[src/rtl/mpi_pkg.sv]
package mpi_pkg;

	////////////////////////////////////////////////////////////////////////////
	// Field widths
	////////////////////////////////////////////////////////////////////////////

	localparam int op_w = 4;
	localparam int ctx_w = 8;
	localparam int seq_w = 8;
	localparam int flit_data_w = 32;
	// Link directions below the hub
	localparam int n_dir = 3;
	// Arrival counter, up to all children plus the local flit
	localparam int cnt_w = 3;

	// Collective opcodes
	localparam logic [op_w-1:0] op_short_bcast = 4'b0111;
	localparam logic [op_w-1:0] op_short_reduce = 4'b1100;
	localparam logic [op_w-1:0] op_short_allreduce = 4'b1110;

	////////////////////////////////////////////////////////////////////////////
	// Injected flit, top down: valid, opcode, contextid, seq, data
	////////////////////////////////////////////////////////////////////////////

	localparam int flit_w = 1 + op_w + ctx_w + seq_w + flit_data_w;
	localparam int flit_data_lsb = 0;
	localparam int flit_seq_lsb = flit_data_lsb + flit_data_w;
	localparam int flit_ctx_lsb = flit_seq_lsb + seq_w;
	localparam int flit_op_lsb = flit_ctx_lsb + ctx_w;
	localparam int flit_valid_bit = flit_op_lsb + op_w;

	////////////////////////////////////////////////////////////////////////////
	// Newcomm word, top down: valid, contextid, is_root, children, uplink
	////////////////////////////////////////////////////////////////////////////

	localparam int comm_up_bit = 0;
	localparam int comm_child_lsb = comm_up_bit + 1;
	localparam int comm_root_bit = comm_child_lsb + n_dir;
	localparam int comm_ctx_lsb = comm_root_bit + 1;
	localparam int comm_valid_bit = comm_ctx_lsb + ctx_w;
	localparam int comm_w = comm_valid_bit + 1;

	// Bit of each direction in the children mask
	localparam logic [1:0] dir_x = 2'd0;
	localparam logic [1:0] dir_y = 2'd1;
	localparam logic [1:0] dir_z = 2'd2;

endpackage
[src/rtl/link_if.sv]
`timescale 1ns/100ps

// One direction of one node-to-node link
// No handshake, the receiver takes the flit in its valid cycle
interface link_if #(
	parameter int DATA_W = 32
);
	import mpi_pkg::*;

	logic valid;
	logic [op_w-1:0] opcode;
	logic [ctx_w-1:0] contextid;
	logic [seq_w-1:0] seq;
	logic [DATA_W-1:0] data;

	// Sending node
	modport tx (output valid, opcode, contextid, seq, data);

	// Receiving node
	modport rx (input valid, opcode, contextid, seq, data);

endinterface

[src/rtl/network.sv]
`timescale 1ns/100ps

module network #(
	parameter int DATA_W = 32
) (
	input  logic                          clk,
	input  logic                          rst_n,
	input  logic [mpi_pkg::comm_w-1:0]    newcomm_0_0_0,
	input  logic [mpi_pkg::comm_w-1:0]    newcomm_0_0_1,
	input  logic [mpi_pkg::comm_w-1:0]    newcomm_0_1_0,
	input  logic [mpi_pkg::comm_w-1:0]    newcomm_1_0_0,
	input  logic [mpi_pkg::flit_w-1:0]    reduce_me_0_0_0,
	input  logic [mpi_pkg::flit_w-1:0]    reduce_me_0_0_1,
	input  logic [mpi_pkg::flit_w-1:0]    reduce_me_0_1_0,
	input  logic [mpi_pkg::flit_w-1:0]    reduce_me_1_0_0,
	output logic [DATA_W-1:0]             result_0_0_0,
	output logic [DATA_W-1:0]             result_0_0_1,
	output logic [DATA_W-1:0]             result_0_1_0,
	output logic [DATA_W-1:0]             result_1_0_0,
	output logic                          result_valid_0_0_0,
	output logic                          result_valid_0_0_1,
	output logic                          result_valid_0_1_0,
	output logic                          result_valid_1_0_0,
	output logic                          ctx_err
);
	import mpi_pkg::*;

	// Six real links, child to hub and hub to child per direction
	link_if #(.DATA_W(DATA_W)) up_l [n_dir] ();
	link_if #(.DATA_W(DATA_W)) down_l [n_dir] ();
	// Quiet inputs and dummy sinks for missing links
	link_if #(.DATA_W(DATA_W)) idle_l [n_dir] ();
	link_if #(.DATA_W(DATA_W)) hub_par_sink ();

	logic [comm_w-1:0] leaf_comm [n_dir];
	logic [flit_w-1:0] leaf_flit [n_dir];
	logic [DATA_W-1:0] leaf_result [n_dir];
	logic leaf_result_valid [n_dir];
	logic [n_dir-1:0] leaf_err;
	logic hub_err;

	for (genvar d = 0; d < n_dir; d++) begin : g_idle
		assign idle_l[d].valid = 1'b0;
		assign idle_l[d].opcode = '0;
		assign idle_l[d].contextid = '0;
		assign idle_l[d].seq = '0;
		assign idle_l[d].data = '0;
	end

	// Leaf 0_0_1 on x, 0_1_0 on y, 1_0_0 on z
	assign leaf_comm[dir_x] = newcomm_0_0_1;
	assign leaf_comm[dir_y] = newcomm_0_1_0;
	assign leaf_comm[dir_z] = newcomm_1_0_0;
	assign leaf_flit[dir_x] = reduce_me_0_0_1;
	assign leaf_flit[dir_y] = reduce_me_0_1_0;
	assign leaf_flit[dir_z] = reduce_me_1_0_0;
	assign result_0_0_1 = leaf_result[dir_x];
	assign result_0_1_0 = leaf_result[dir_y];
	assign result_1_0_0 = leaf_result[dir_z];
	assign result_valid_0_0_1 = leaf_result_valid[dir_x];
	assign result_valid_0_1_0 = leaf_result_valid[dir_y];
	assign result_valid_1_0_0 = leaf_result_valid[dir_z];

	assign ctx_err = hub_err | (|leaf_err);

	// Hub, no parent
	node #(
		.DATA_W(DATA_W)
	) node_0_0_0 (
		.clk(clk),
		.rst_n(rst_n),
		.newcomm(newcomm_0_0_0),
		.reduce_me(reduce_me_0_0_0),
		.xyz_up_in(up_l),
		.xyz_down_out(down_l),
		.par_up_out(hub_par_sink),
		.par_down_in(idle_l[dir_x]),
		.result(result_0_0_0),
		.result_valid(result_valid_0_0_0),
		.ctx_err(hub_err)
	);

	for (genvar d = 0; d < n_dir; d++) begin : g_leaf
		// Leaf has no children of its own
		link_if #(.DATA_W(DATA_W)) sink [n_dir] ();

		node #(
			.DATA_W(DATA_W)
		) leaf_node (
			.clk(clk),
			.rst_n(rst_n),
			.newcomm(leaf_comm[d]),
			.reduce_me(leaf_flit[d]),
			.xyz_up_in(idle_l),
			.xyz_down_out(sink),
			.par_up_out(up_l[d]),
			.par_down_in(down_l[d]),
			.result(leaf_result[d]),
			.result_valid(leaf_result_valid[d]),
			.ctx_err(leaf_err[d])
		);
	end

endmodule

[src/rtl/node.sv]
`timescale 1ns/100ps

module node #(
	parameter int DATA_W = 32
) (
	input  logic                          clk,
	input  logic                          rst_n,
	input  logic [mpi_pkg::comm_w-1:0]    newcomm,
	input  logic [mpi_pkg::flit_w-1:0]    reduce_me,
	link_if.rx                            xyz_up_in [mpi_pkg::n_dir],
	link_if.tx                            xyz_down_out [mpi_pkg::n_dir],
	link_if.tx                            par_up_out,
	link_if.rx                            par_down_in,
	output logic [DATA_W-1:0]             result,
	output logic                          result_valid,
	output logic                          ctx_err
);
	import mpi_pkg::*;

	// Output slots, children first then parent
	localparam int n_out = n_dir + 1;
	localparam int par_slot = n_dir;

	logic [n_dir-1:0] children;

	// Engine side of the links
	link_if #(.DATA_W(DATA_W)) kid_in [n_dir] ();
	link_if #(.DATA_W(DATA_W)) kid_out [n_dir] ();
	link_if #(.DATA_W(DATA_W)) par_out ();

	logic nxt_valid [n_out];
	logic [op_w-1:0] nxt_op [n_out];
	logic [ctx_w-1:0] nxt_ctx [n_out];
	logic [seq_w-1:0] nxt_seq [n_out];
	logic [DATA_W-1:0] nxt_data [n_out];
	logic q_valid [n_out];
	logic [op_w-1:0] q_op [n_out];
	logic [ctx_w-1:0] q_ctx [n_out];
	logic [seq_w-1:0] q_seq [n_out];
	logic [DATA_W-1:0] q_data [n_out];

	for (genvar d = 0; d < n_dir; d++) begin : g_dir
		// Stray strobes from non-members ignored
		assign kid_in[d].valid = xyz_up_in[d].valid & children[d];
		assign kid_in[d].opcode = xyz_up_in[d].opcode;
		assign kid_in[d].contextid = xyz_up_in[d].contextid;
		assign kid_in[d].seq = xyz_up_in[d].seq;
		assign kid_in[d].data = xyz_up_in[d].data;

		assign nxt_valid[d] = kid_out[d].valid;
		assign nxt_op[d] = kid_out[d].opcode;
		assign nxt_ctx[d] = kid_out[d].contextid;
		assign nxt_seq[d] = kid_out[d].seq;
		assign nxt_data[d] = kid_out[d].data;

		assign xyz_down_out[d].valid = q_valid[d];
		assign xyz_down_out[d].opcode = q_op[d];
		assign xyz_down_out[d].contextid = q_ctx[d];
		assign xyz_down_out[d].seq = q_seq[d];
		assign xyz_down_out[d].data = q_data[d];
	end

	assign nxt_valid[par_slot] = par_out.valid;
	assign nxt_op[par_slot] = par_out.opcode;
	assign nxt_ctx[par_slot] = par_out.contextid;
	assign nxt_seq[par_slot] = par_out.seq;
	assign nxt_data[par_slot] = par_out.data;

	assign par_up_out.valid = q_valid[par_slot];
	assign par_up_out.opcode = q_op[par_slot];
	assign par_up_out.contextid = q_ctx[par_slot];
	assign par_up_out.seq = q_seq[par_slot];
	assign par_up_out.data = q_data[par_slot];

	////////////////////////////////////////////////////////////////////////////
	// Output flops, one cycle per hop
	////////////////////////////////////////////////////////////////////////////

	always_ff @(posedge clk) begin
		for (int i = 0; i < n_out; i++) begin
			if (!rst_n)
				q_valid[i] <= 1'b0;
			else
				q_valid[i] <= nxt_valid[i];
		end
	end

	always_ff @(posedge clk) begin
		for (int i = 0; i < n_out; i++) begin
			q_op[i] <= nxt_op[i];
			q_ctx[i] <= nxt_ctx[i];
			q_seq[i] <= nxt_seq[i];
			q_data[i] <= nxt_data[i];
		end
	end

	reduce_unit #(
		.DATA_W(DATA_W)
	) reduce_unit_inst (
		.clk(clk),
		.rst_n(rst_n),
		.newcomm(newcomm),
		.local_flit(reduce_me),
		.up_in(kid_in),
		.down_in(par_down_in),
		.up_out(par_out),
		.down_out(kid_out),
		.children(children),
		.result(result),
		.result_valid(result_valid),
		.ctx_err(ctx_err)
	);

endmodule

[src/rtl/reduce_unit.sv]
`timescale 1ns/100ps

module reduce_unit #(
	parameter int DATA_W = 32
) (
	input  logic                          clk,
	input  logic                          rst_n,
	input  logic [mpi_pkg::comm_w-1:0]    newcomm,
	input  logic [mpi_pkg::flit_w-1:0]    local_flit,
	link_if.rx                            up_in [mpi_pkg::n_dir],
	link_if.rx                            down_in,
	link_if.tx                            up_out,
	link_if.tx                            down_out [mpi_pkg::n_dir],
	output logic [mpi_pkg::n_dir-1:0]     children,
	output logic [DATA_W-1:0]             result,
	output logic                          result_valid,
	output logic                          ctx_err
);
	import mpi_pkg::*;

	// Source 0 local, 1..3 children x y z, last one the parent
	localparam int n_src = n_dir + 1;
	localparam int n_chk = n_src + 1;
	localparam int down_idx = n_src;

	logic src_valid [n_chk];
	logic [op_w-1:0] src_op [n_chk];
	logic [n_chk-1:0][ctx_w-1:0] src_ctx;
	logic [seq_w-1:0] src_seq [n_chk];
	logic [DATA_W-1:0] src_data [n_chk];
	logic [n_chk-1:0] ctx_ok;

	logic is_root;
	logic has_parent;
	logic [cnt_w-1:0] expected;

	// Open operation
	logic busy;
	logic wait_down;
	logic [op_w-1:0] cur_op;
	logic [ctx_w-1:0] cur_ctx;
	logic [seq_w-1:0] cur_seq;
	logic [DATA_W-1:0] cur_sum;
	logic [cnt_w-1:0] cur_cnt;

	logic [op_w-1:0] key_op;
	logic [ctx_w-1:0] key_ctx;
	logic [seq_w-1:0] key_seq;
	logic [n_src-1:0] take;
	logic [DATA_W-1:0] acc_sum;
	logic [cnt_w-1:0] acc_cnt;
	logic done;
	logic down_take;
	logic err_now;
	logic fan_valid;
	logic [DATA_W-1:0] fan_data;

	assign src_valid[0] = local_flit[flit_valid_bit];
	assign src_op[0] = local_flit[flit_op_lsb +: op_w];
	assign src_ctx[0] = local_flit[flit_ctx_lsb +: ctx_w];
	assign src_seq[0] = local_flit[flit_seq_lsb +: seq_w];
	assign src_data[0] = local_flit[flit_data_lsb +: DATA_W];

	for (genvar d = 0; d < n_dir; d++) begin : g_dir
		assign src_valid[d+1] = up_in[d].valid;
		assign src_op[d+1] = up_in[d].opcode;
		assign src_ctx[d+1] = up_in[d].contextid;
		assign src_seq[d+1] = up_in[d].seq;
		assign src_data[d+1] = up_in[d].data;
		// Fan-out only on member children
		assign down_out[d].valid = fan_valid & children[d];
		assign down_out[d].opcode = key_op;
		assign down_out[d].contextid = key_ctx;
		assign down_out[d].seq = key_seq;
		assign down_out[d].data = fan_data;
	end

	assign src_valid[down_idx] = down_in.valid;
	assign src_op[down_idx] = down_in.opcode;
	assign src_ctx[down_idx] = down_in.contextid;
	assign src_seq[down_idx] = down_in.seq;
	assign src_data[down_idx] = down_in.data;

	comm_table #(
		.N_CHK(n_chk)
	) comm_table_inst (
		.clk(clk),
		.rst_n(rst_n),
		.newcomm(newcomm),
		.contextid(src_ctx),
		.ctx_ok(ctx_ok),
		.root(is_root),
		.children(children),
		.has_parent(has_parent),
		.expected(expected)
	);

	////////////////////////////////////////////////////////////////////////////
	// Gather and sum
	////////////////////////////////////////////////////////////////////////////

	always_comb begin
		// Open op wins, else lowest good source opens a new one
		key_op = cur_op;
		key_ctx = cur_ctx;
		key_seq = cur_seq;
		for (int i = n_src - 1; i >= 0; i--) begin
			if (!busy && !wait_down && src_valid[i] && ctx_ok[i]) begin
				key_op = src_op[i];
				key_ctx = src_ctx[i];
				key_seq = src_seq[i];
			end
		end

		acc_sum = busy ? cur_sum : '0;
		acc_cnt = busy ? cur_cnt : '0;
		err_now = 1'b0;
		for (int i = 0; i < n_src; i++) begin
			take[i] = src_valid[i] && ctx_ok[i] && !wait_down
				&& (src_seq[i] == key_seq) && (src_op[i] == key_op);
			if (take[i]) begin
				acc_cnt = acc_cnt + cnt_w'(1);
				// Bcast keeps the root's own word only
				if (key_op != op_short_bcast || (i == 0 && is_root))
					acc_sum = acc_sum + src_data[i];
			end else if (src_valid[i]) begin
				err_now = 1'b1;
			end
		end
		done = (|take) && (acc_cnt == expected);

		// Result from the parent for the waiting op
		down_take = src_valid[down_idx] && ctx_ok[down_idx] && wait_down
			&& (src_seq[down_idx] == cur_seq) && (src_op[down_idx] == cur_op);
		if (src_valid[down_idx] && !down_take)
			err_now = 1'b1;

		// Root starts the fan-out, an inner node relays it
		fan_valid = (done && is_root && key_op != op_short_reduce) || down_take;
		fan_data = down_take ? src_data[down_idx] : acc_sum;
	end

	// Partial sum towards the parent
	assign up_out.valid = done && has_parent;
	assign up_out.opcode = key_op;
	assign up_out.contextid = key_ctx;
	assign up_out.seq = key_seq;
	assign up_out.data = acc_sum;

	always_ff @(posedge clk) begin
		if (!rst_n) begin
			busy <= 1'b0;
			wait_down <= 1'b0;
			cur_cnt <= '0;
			result_valid <= 1'b0;
			ctx_err <= 1'b0;
		end else begin
			result_valid <= (done && is_root) || down_take;
			ctx_err <= err_now;
			cur_cnt <= acc_cnt;
			if (done) begin
				busy <= 1'b0;
				wait_down <= has_parent && (key_op != op_short_reduce);
			end else if (|take) begin
				busy <= 1'b1;
			end
			if (down_take)
				wait_down <= 1'b0;
		end
	end

	// Operation payload and delivered word
	always_ff @(posedge clk) begin
		if (|take) begin
			cur_op <= key_op;
			cur_ctx <= key_ctx;
			cur_seq <= key_seq;
			cur_sum <= acc_sum;
		end
		if (done && is_root)
			result <= acc_sum;
		else if (down_take)
			result <= src_data[down_idx];
	end

endmodule

[src/rtl/comm_table.sv]
`timescale 1ns/100ps

module comm_table #(
	parameter int N_CHK = 1
) (
	input  logic                                   clk,
	input  logic                                   rst_n,
	input  logic [mpi_pkg::comm_w-1:0]             newcomm,
	input  logic [N_CHK-1:0][mpi_pkg::ctx_w-1:0]   contextid,
	output logic [N_CHK-1:0]                       ctx_ok,
	output logic                                   root,
	output logic [mpi_pkg::n_dir-1:0]              children,
	output logic                                   has_parent,
	output logic [mpi_pkg::cnt_w-1:0]              expected
);
	import mpi_pkg::*;

	// Stored communicator
	logic cfg_valid;
	logic [ctx_w-1:0] cfg_ctx;
	logic cfg_root;
	logic [n_dir-1:0] cfg_child;
	logic cfg_up;

	// Latch on every valid newcomm, held until reset
	always_ff @(posedge clk) begin
		if (!rst_n) begin
			cfg_valid <= 1'b0;
			cfg_ctx <= '0;
			cfg_root <= 1'b0;
			cfg_child <= '0;
			cfg_up <= 1'b0;
		end else if (newcomm[comm_valid_bit]) begin
			cfg_valid <= 1'b1;
			cfg_ctx <= newcomm[comm_ctx_lsb +: ctx_w];
			cfg_root <= newcomm[comm_root_bit];
			cfg_child <= newcomm[comm_child_lsb +: n_dir];
			cfg_up <= newcomm[comm_up_bit];
		end
	end

	// One compare per flit source
	always_comb begin
		for (int i = 0; i < N_CHK; i++) begin
			ctx_ok[i] = cfg_valid && (contextid[i] == cfg_ctx);
		end
	end

	assign root = cfg_root;
	assign children = cfg_child;
	assign has_parent = cfg_up;

	// Children plus own flit
	assign expected = cnt_w'($countones(cfg_child)) + cnt_w'(1);

endmodule

[config.mk]
export PLATFORM = sky130hd
export DESIGN_NAME = network
export DESIGN_NICKNAME = d
export VERILOG_FILES = /design/src/rtl/mpi_pkg.sv /design/src/rtl/link_if.sv /design/src/rtl/network.sv /design/src/rtl/node.sv /design/src/rtl/reduce_unit.sv /design/src/rtl/comm_table.sv
export SDC_FILE = /design/constraint.sdc
export NUM_CORES = 2
export LEC_CHECK = 0
export ABC_AREA = 1
export BUFFER_PORTS_ARGS = -buffer_cell sky130_fd_sc_hd__buf_2
export CAP_MARGIN = 10
export CORE_ASPECT_RATIO = 1.5
export CORE_MARGIN = 1
export CORE_UTILIZATION = 45
export CTS_BUF_LIST = sky130_fd_sc_hd__clkbuf_4 sky130_fd_sc_hd__clkbuf_8 sky130_fd_sc_hd__clkbuf_16
export DETAILED_ROUTE_END_ITERATION = 10
export PLACE_DENSITY = 0.69
export SLEW_MARGIN = 20
export SYNTH_ARGS = -nofsm -noshare
export SYNTH_HDL_FRONTEND = slang
export SYNTH_SLANG_ARGS = --single-unit
[constraint.sdc]
create_clock -name clk -period 35.6 [get_ports clk]
set_input_delay 10.68 -clock clk [delete_from_list [all_inputs] [get_ports clk]]
set_output_delay 10.68 -clock clk [all_outputs]
set_load 0.02 [all_outputs]
## Word level (Yosys, flattened, before mapping)

Memory sizes are Yosys's and may differ from the RTL's.
Cells that the tools add are included.

| word-level totals | value |
|---|---|
| bits in registers | 420 |
| memory bits (writable) | 848 |
| input bits | 270 |
| memories kept | 20 |

Memory list:

| memory | words | bits a word | read ports | clocked after Yosys merged registers in | wr ports | line | source |
|---|---|---|---|---|---|---|---|
| g_leaf[0].leaf_node.q_data | 4 | 32 | 1 | 0 | 4 | node.sv:40 | `logic [DATA_W-1:0] q_data [n_out];` |
| g_leaf[1].leaf_node.q_data | 4 | 32 | 1 | 0 | 4 | node.sv:40 |  |
| g_leaf[2].leaf_node.q_data | 4 | 32 | 1 | 0 | 4 | node.sv:40 |  |
| node_0_0_0.q_data | 4 | 32 | 3 | 0 | 4 | node.sv:40 |  |
| g_leaf[0].leaf_node.q_ctx | 4 | 8 | 1 | 0 | 4 | node.sv:38 | `logic [ctx_w-1:0] q_ctx [n_out];` |
| g_leaf[0].leaf_node.q_seq | 4 | 8 | 1 | 0 | 4 | node.sv:39 | `logic [seq_w-1:0] q_seq [n_out];` |
| +14 memories | n/a | n/a | n/a | n/a | n/a | n/a |  |

| cells by class | value |
|---|---|
| $add $sub $neg | 26 |
| equality and inequality tests | 42 |
| mux-type cells | 94 |
| bitwise gates (word level) | 33 |
| reductions and logical operators | 124 |

Operators by type and width:

| cell | number |
|---|---|
| two-way mux 32 bit | 27 |
| adder 32 bit | 7 |
| equality test 8 bit | 20 |
| two-way mux 8 bit | 14 |
| logical AND 1 bit | 91 |
| equality test 4 bit | 10 |
| two-way mux 1 bit | 35 |
| two-way mux 3 bit | 11 |
| two-way mux 4 bit | 7 |
| adder 3 x 1 -> 3 bit, second input constant | 7 |
| OR 1 bit | 17 |
| != test 4 x 3 -> 1 bit, second input constant | 4 |
| != test 4 bit, second input constant | 4 |
| AND 1 bit | 15 |
| OR reduction 2 bit | 7 |
| adder 3 x 1 -> 3 bit | 4 |
| adder 3 x 2 -> 3 bit, second input constant | 4 |
| equality test 3 bit | 4 |
| logical NOT 1 bit | 11 |
| logical OR 1 bit | 10 |
| adder 1 x 1 -> 2 bit | 4 |
| nonzero test 2 bit | 3 |
| OR reduction 4 bit | 1 |
| OR reduction 3 bit | 1 |
| inverter 1 bit | 1 |

## Longest topological paths before layout

| depth | value |
|---|---|
| depth after elaboration | 24 |
| gate-level depth with buffers | 63 |
| depth with buffers taken out | 61 |

## Modules after synthesis

Synthesis repeated with hierarchy kept, for this count alone.

| unflattened totals | value |
|---|---|
| cell total of the unflattened synthesis | 11,807 |
| area total of the unflattened synthesis | 84,357.2 µm² |

Modules (own cells, without submodules):

| module | times used | cells each | area each (µm²) | seq. area each (µm²) |
|---|---|---|---|---|
| reduce_unit at g_leaf[1].leaf_node.reduce_unit_inst ... | 2 | 2,498 | 15,506.1 | 2,662.6 |
| node | 4 | 226 | 4,296.6 | 4,244.1 |
| reduce_unit at g_leaf[0].leaf_node.reduce_unit_inst | 1 | 2,483 | 15,680.0 | 2,662.6 |
| reduce_unit at node_0_0_0.reduce_unit_inst | 1 | 2,532 | 15,618.7 | 2,662.6 |
| comm_table | 4 | 222 | 1,211.2 | 280.3 |
| network | 1 | 4 | 15.0 | 0.0 |

## Worst setup path before layout

Ideal clock, no wire load.

| timing path | value |
|---|---|
| path type | input to register |
| start point | input reduce_me_0_0_0[40] in the netlist's numbering |
| end point | register node_0_0_0.reduce_unit_inst.cur_sum[31] (data pin) |
| arrival | 18,356 ps |
| required time | 35,341 ps |
| slack | 16,985 ps |
| cell stages on the path | 56 |
| path buffers | 1 |
| path through | inv_1 > nand2_1 > nand2_1 > nor3b_1 > nand2_1 > nor2_1 > nand3_1 > nand2_1 > inv_1 > nand3_1 > nand2_1 > nor2_1 > nand3_1 > nor2_2 > nand2_2 > nor2_8 > buf_4 > nand2_1 > [... 20 more ...] > o311ai_0 > a21oi_1 > nor2_1 > nor2_1 > xor2_1 > nand2_1 > nand2_1 > inv_1 > ha_1 > inv_1 > nor3_1 > a2111oi_0 > nand2_1 > or2_2 > nand3_1 > xnor2_1 > xor2_1 > inv_1 |

| on the way | value |
|---|---|
| longest elaborated chain between the ends | 17 |
| elaborated cells between the ends (all ways) | 36 |
| those cells by class | 3 x add/sub; 10 x eq/ne; 10 x mux; 13 x reduce/logical |

Ends and longest elaborated chain:

| what | line | source |
|---|---|---|
| start, declared | network.sv:12 | `input logic [mpi_pkg::flit_w-1:0] reduce_me_0_0_0,` |
| equality test 8 bit * | comm_table.sv:45 | `ctx_ok[i] = cfg_valid && (contextid[i] == cfg_ctx);` |
| logical AND 1 bit * | comm_table.sv:45 |  |
| logical AND 1 bit | reduce_unit.sv:108 | `if (!busy && !wait_down && src_valid[i] && ctx_ok[i]) begin` |
| two-way mux 4 bit or two-way mux 8 bit (tied branches) | reduce_unit.sv:108 |  |
| != test 4 x 3 -> 1 bit or equality test 8 bit (tied branches) | reduce_unit.sv:124, reduce_unit.sv:120 |  |
| logical OR 1 bit or logical AND 1 bit (tied branches) | reduce_unit.sv:124, reduce_unit.sv:120 |  |
| two-way mux 32 bit or logical AND 1 bit (tied branches) | reduce_unit.sv:124, reduce_unit.sv:120 |  |
| two-way mux 32 bit | reduce_unit.sv:121 | `if (take[i]) begin` |
| [... 2 more ...] | n/a |  |
| two-way mux 32 bit | reduce_unit.sv:121 |  |
| adder 32 bit | reduce_unit.sv:125 | `acc_sum = acc_sum + src_data[i];` |
| two-way mux 32 bit | reduce_unit.sv:124 | `if (key_op != op_short_bcast \|\| (i == 0 && is_root))` |
| two-way mux 32 bit | reduce_unit.sv:121 |  |
| adder 32 bit | reduce_unit.sv:125 |  |
| two-way mux 32 bit | reduce_unit.sv:124 |  |
| two-way mux 32 bit * | reduce_unit.sv:121 |  |
| named net node_0_0_0.kid_out[0].data[31] | link_if.sv:14 | `logic [DATA_W-1:0] data;` |
| end signal, assigned | reduce_unit.sv:178 | `cur_sum <= acc_sum;` |
| end, declared | reduce_unit.sv:43 | `logic [DATA_W-1:0] cur_sum;` |

The timed path passes the listed nets; every way through them passes the cells marked *.
A chain may end at the register's enable or synchronous reset.

## Worst setup path in the final report

| timing path | value |
|---|---|
| start point | input reduce_me_0_0_0[44] in the netlist's numbering |
| end point | register node_0_0_0.reduce_unit_inst.cur_sum[31] (data pin) |

| on the way | value |
|---|---|
| longest elaborated chain between the ends | 17 |
| elaborated cells between the ends (all ways) | 36 |
| those cells by class | 3 x add/sub; 10 x eq/ne; 10 x mux; 13 x reduce/logical |

Ends and longest elaborated chain:

| what | line | source |
|---|---|---|
| equality test 8 bit * | comm_table.sv:45 |  |
| logical AND 1 bit * | comm_table.sv:45 |  |
| logical AND 1 bit * | reduce_unit.sv:108 |  |
| two-way mux 4 bit * | reduce_unit.sv:108 |  |
| named net node_0_0_0.kid_out[0].opcode[0] | link_if.sv:11 | `logic [op_w-1:0] opcode;` |
| != test 4 x 3 -> 1 bit | reduce_unit.sv:124 |  |
| logical OR 1 bit | reduce_unit.sv:124 |  |
| two-way mux 32 bit | reduce_unit.sv:124 |  |
| [... 3 more ...] | n/a |  |
| two-way mux 32 bit | reduce_unit.sv:121 |  |
| adder 32 bit | reduce_unit.sv:125 |  |
| two-way mux 32 bit | reduce_unit.sv:124 |  |
| two-way mux 32 bit | reduce_unit.sv:121 |  |
| adder 32 bit | reduce_unit.sv:125 |  |
| two-way mux 32 bit | reduce_unit.sv:124 |  |
| two-way mux 32 bit * | reduce_unit.sv:121 |  |
| named net node_0_0_0.kid_out[0].data[31] | link_if.sv:14 |  |

Marked as above.

==> qor.txt <==
outcome: completed
antenna-violating nets left: 0
post-route DRC violation count: 0
Largest delay share family, worst path: compound AO/OA/AOI/OAI gates
Worst Hold Class: reg -> reg
setup violators final: 0
#FFs+latches synth: 634
Die Ht: 368 um
Synth async-reset ratio: 0
dpl cells: 6657
syn_area_per_cell: 7.71 sq um
CTS Buf Count: 67
CTS sink cnt: 634
initial drt markers: 2862
clock root buffer: clkbuf_16
hold buffers post-CTS: 0
Setup Fix Bufs, Post-CTS: 0
overall global routing resource usage: 0.367
syn nets: 5720
CTS tree: done
Buffers & Inverters on Critical Path: 9
total global routing overflow: 0
pwr dens: 35.5 nW/um^2
Leakage: 22.2 nW
post-placement cell area: 43200 sq um
Core Box Area: 88000 sq um
starting density of the core: 0.456
main area contributors after synthesis: edfxtp_1 (25%), dfxtp_1 (15%), nand2_1 (12%)
first-pass GRT wire length: 239 mm
CP Launch Type: primary input
maximum clock path buffer count: 3
largest net degree at the start of global routing: 61
initial antenna violation count: 18
RSZ-0062 raised after global routing: no
hpwl dp: 136 mm
final RePlAce weighted congestion: 1.03
Worst setup EP type: flop
crit path max-delay cell type: nand4_2
nets: 6095
post-route clock skew: 0.0278 ns
H-tree Lvls: 3
area grow syn2layout: 13.5%
Max Cap Viol: 0
Syn Inst Count: 5205
total power: 1.62 mW
worst skew pair latency: 0.67 ns
DP Worst Slack: 14.51 ns
CP dominant cell by count: inv_1
cell taking the most area after synthesis: edfxtp_1
Max rail drop VDD: 39.0 uV
Die W: 246 um
cell area after synthesis: 40100 sq um
PnR worst setup slack: 14.92 ns
detailed-route via count: 37982
Final Cycle Share: 0.581
final wirelength: 168 mm
Rel. slew slack: 0.227
full die area: 90400 sq um
Critical Path AT: 21.09 ns
final std cells w/o fill: 6790
wire per inst: 24.7 um
Synth cell types: 73
row count: 133
clock transition at the registers of the reported paths: 0.06 ns
WS Path Type: in -> reg
share of layout cells above drive strength 1: 0.129
cts repair resizes: 0
CP peak stage delay: 0.58 ns
Hold Fails Final Rpt: 0
vias in the first global route: 37326
# IOs: 403
worst-path maximum fanout: 34
Final Critical Period: 20.68 ns
Crit path required time: 36.01 ns
fmax: 48.4 MHz
Pins Over Slew Limit: 0
DR vias/cell: 5.59
yosys warns: 0
input/output buffers: 402
Pre-Repair DR Iteration Count: 6
measured slew at the worst slew-check pin: 1.15 ns
post-synth top area share: 0.252
number of synthesized flops with an enable pin: 336
sequential area share after synthesis: 0.400
TNS Setup: 0 ns
main flop type after synthesis: edfxtp_1
final instance area: 45500 sq um
layout by cell type, fill, tap and decap left out, types with 14 or more instances in the layout:
master     Yosys  routed
nand2_1     1315    1315
inv_1        678     677
buf_2         32     402
edfxtp_1     336     336
nor2_1       335     334
o21ai_0      334     332
a21oi_1      326     326
dfxtp_1      298     298
ha_1         238     238
nand3_1      229     228
nand4_1      145     145
xor2_1       142     142
xnor2_1      133     133
o21ai_1      106     108
clkbuf_16      0      69
nor3_1        42      42
inv_2         30      31
nand2_2       31      31
nor4_1        30      30
or2_2         30      30
o21a_1        28      28
buf_4         14      28
o21ai_2       23      23
o21bai_1      20      20
a21boi_0      19      19
nor2_2        18      18
a31oi_1       18      18
o221ai_1      14      14
metrics by stage:
stage	hold WS [ns]	utilization
2_1_floorplan	0.428	-
3_3_place_gp	0.445	0.490
3_5_place_dp	0.453	0.490
4_1_cts	0.466	0.517
5_1_grt	0.497	0.517
6_report	0.467	0.517
layer usage:
metal / part of all wire / GRT usage
met2: 0.49 / 0.634
met5: 0.00042 / 0
met1: 0.35 / 0.382
met4: 0.099 / 0.321
met3: 0.064 / 0.0628
synthesized netlist by cell type, drive strengths merged, types with 8 or more instances:
cell / n
o21bai: 20
nand2: 1349
nor2: 360
a31oi: 18
xnor2: 134
nand4: 149
dfxtp: 298
o221ai: 14
o22ai: 11
mux2i: 11
nand3: 241
a21o: 10
o21ai: 463
nor4: 32
inv: 710
a21boi: 19
nand3b: 10
xor2: 142
o21a: 28
edfxtp: 336
o211ai: 8
clkbuf: 61
or2: 36
buf: 64
nor3b: 9
ha: 238
nor3: 43
a21oi: 327
kinds of logic (layout without fill, tap and decap cells):
group                    count (synthesis)  count (layout)  share of synthesized area
AO/OA/AOI/OAI                          957             957                      0.133
XOR/XNOR                               276             276                     0.0605
adder cells (fa/ha/maj)                245             245                     0.0777
buffers and inverters                  840            1269                     0.0826
flip-flops                             634             634                      0.400
multiplexers                            11              11                    0.00275
other                                    0               9                          0
AND/OR/NAND/NOR                       2242            2242                      0.244
cell type report:
cell class,instances,area (sq um)
diodes,9,22.5
clock buffers,84,1860
clock inverters,39,475
fillers,8646,42500
inverters,715,2690
multi-input cells,3731,20800
flip-flops and latches,634,16100
well taps,1147,1440
repair buffers,431,2250
final timing paths:
| check | to | slack (ns) | depth (start not counted) | from |
|---|---|---|---|---|
| setup reg to reg | node_0_0_0.reduce_unit_inst.cur_sum[31]$_DFFE_PP_ | 23.88 | 52 | flop |
| hold reg to reg | flop | 0.47 | 2 | flop |
| hold / removal | flop | 0.47 | 2 | flop |
| setup / recovery | node_0_0_0.reduce_unit_inst.cur_sum[31]$_DFFE_PP_ | 14.92 | 50 | reduce_me_0_0_0[44] |
state kept, by name, indices dropped and copies added, names as in the netlist, 32 cells and up:
| name | count |
|---|---|
| g_leaf.leaf_node.q_data | 96 |
| g_leaf.leaf_node.reduce_unit_inst.cur_sum | 96 |
| g_leaf.leaf_node.reduce_unit_inst.result | 96 |
| node_0_0_0.q_data | 32 |
| node_0_0_0.reduce_unit_inst.cur_sum | 32 |
| node_0_0_0.reduce_unit_inst.result | 32 |
worst reg2reg max path, delay by kind of cell, from the launching register on:
family,cells,cell delay (ns)
buffers and inverters,7,0.82
flip-flops,1,0.59
AND/OR/NAND/NOR,21,4.17
XOR/XNOR,4,0.65
adder cells (fa/ha/maj),4,1.43
AO/OA/AOI/OAI,16,3.78
where the power goes:
group | leakage, nW | internal [mW] | switching (mW)
Combinational | 15.7 | 0.0350 | 0.0593
Clock | 1.15 | 0.424 | 0.324
Sequential | 5.35 | 0.766 | 0.00654
Total | 22.2 | 1.23 | 0.390
No activity file was read; power rests on OpenSTA's default activity.
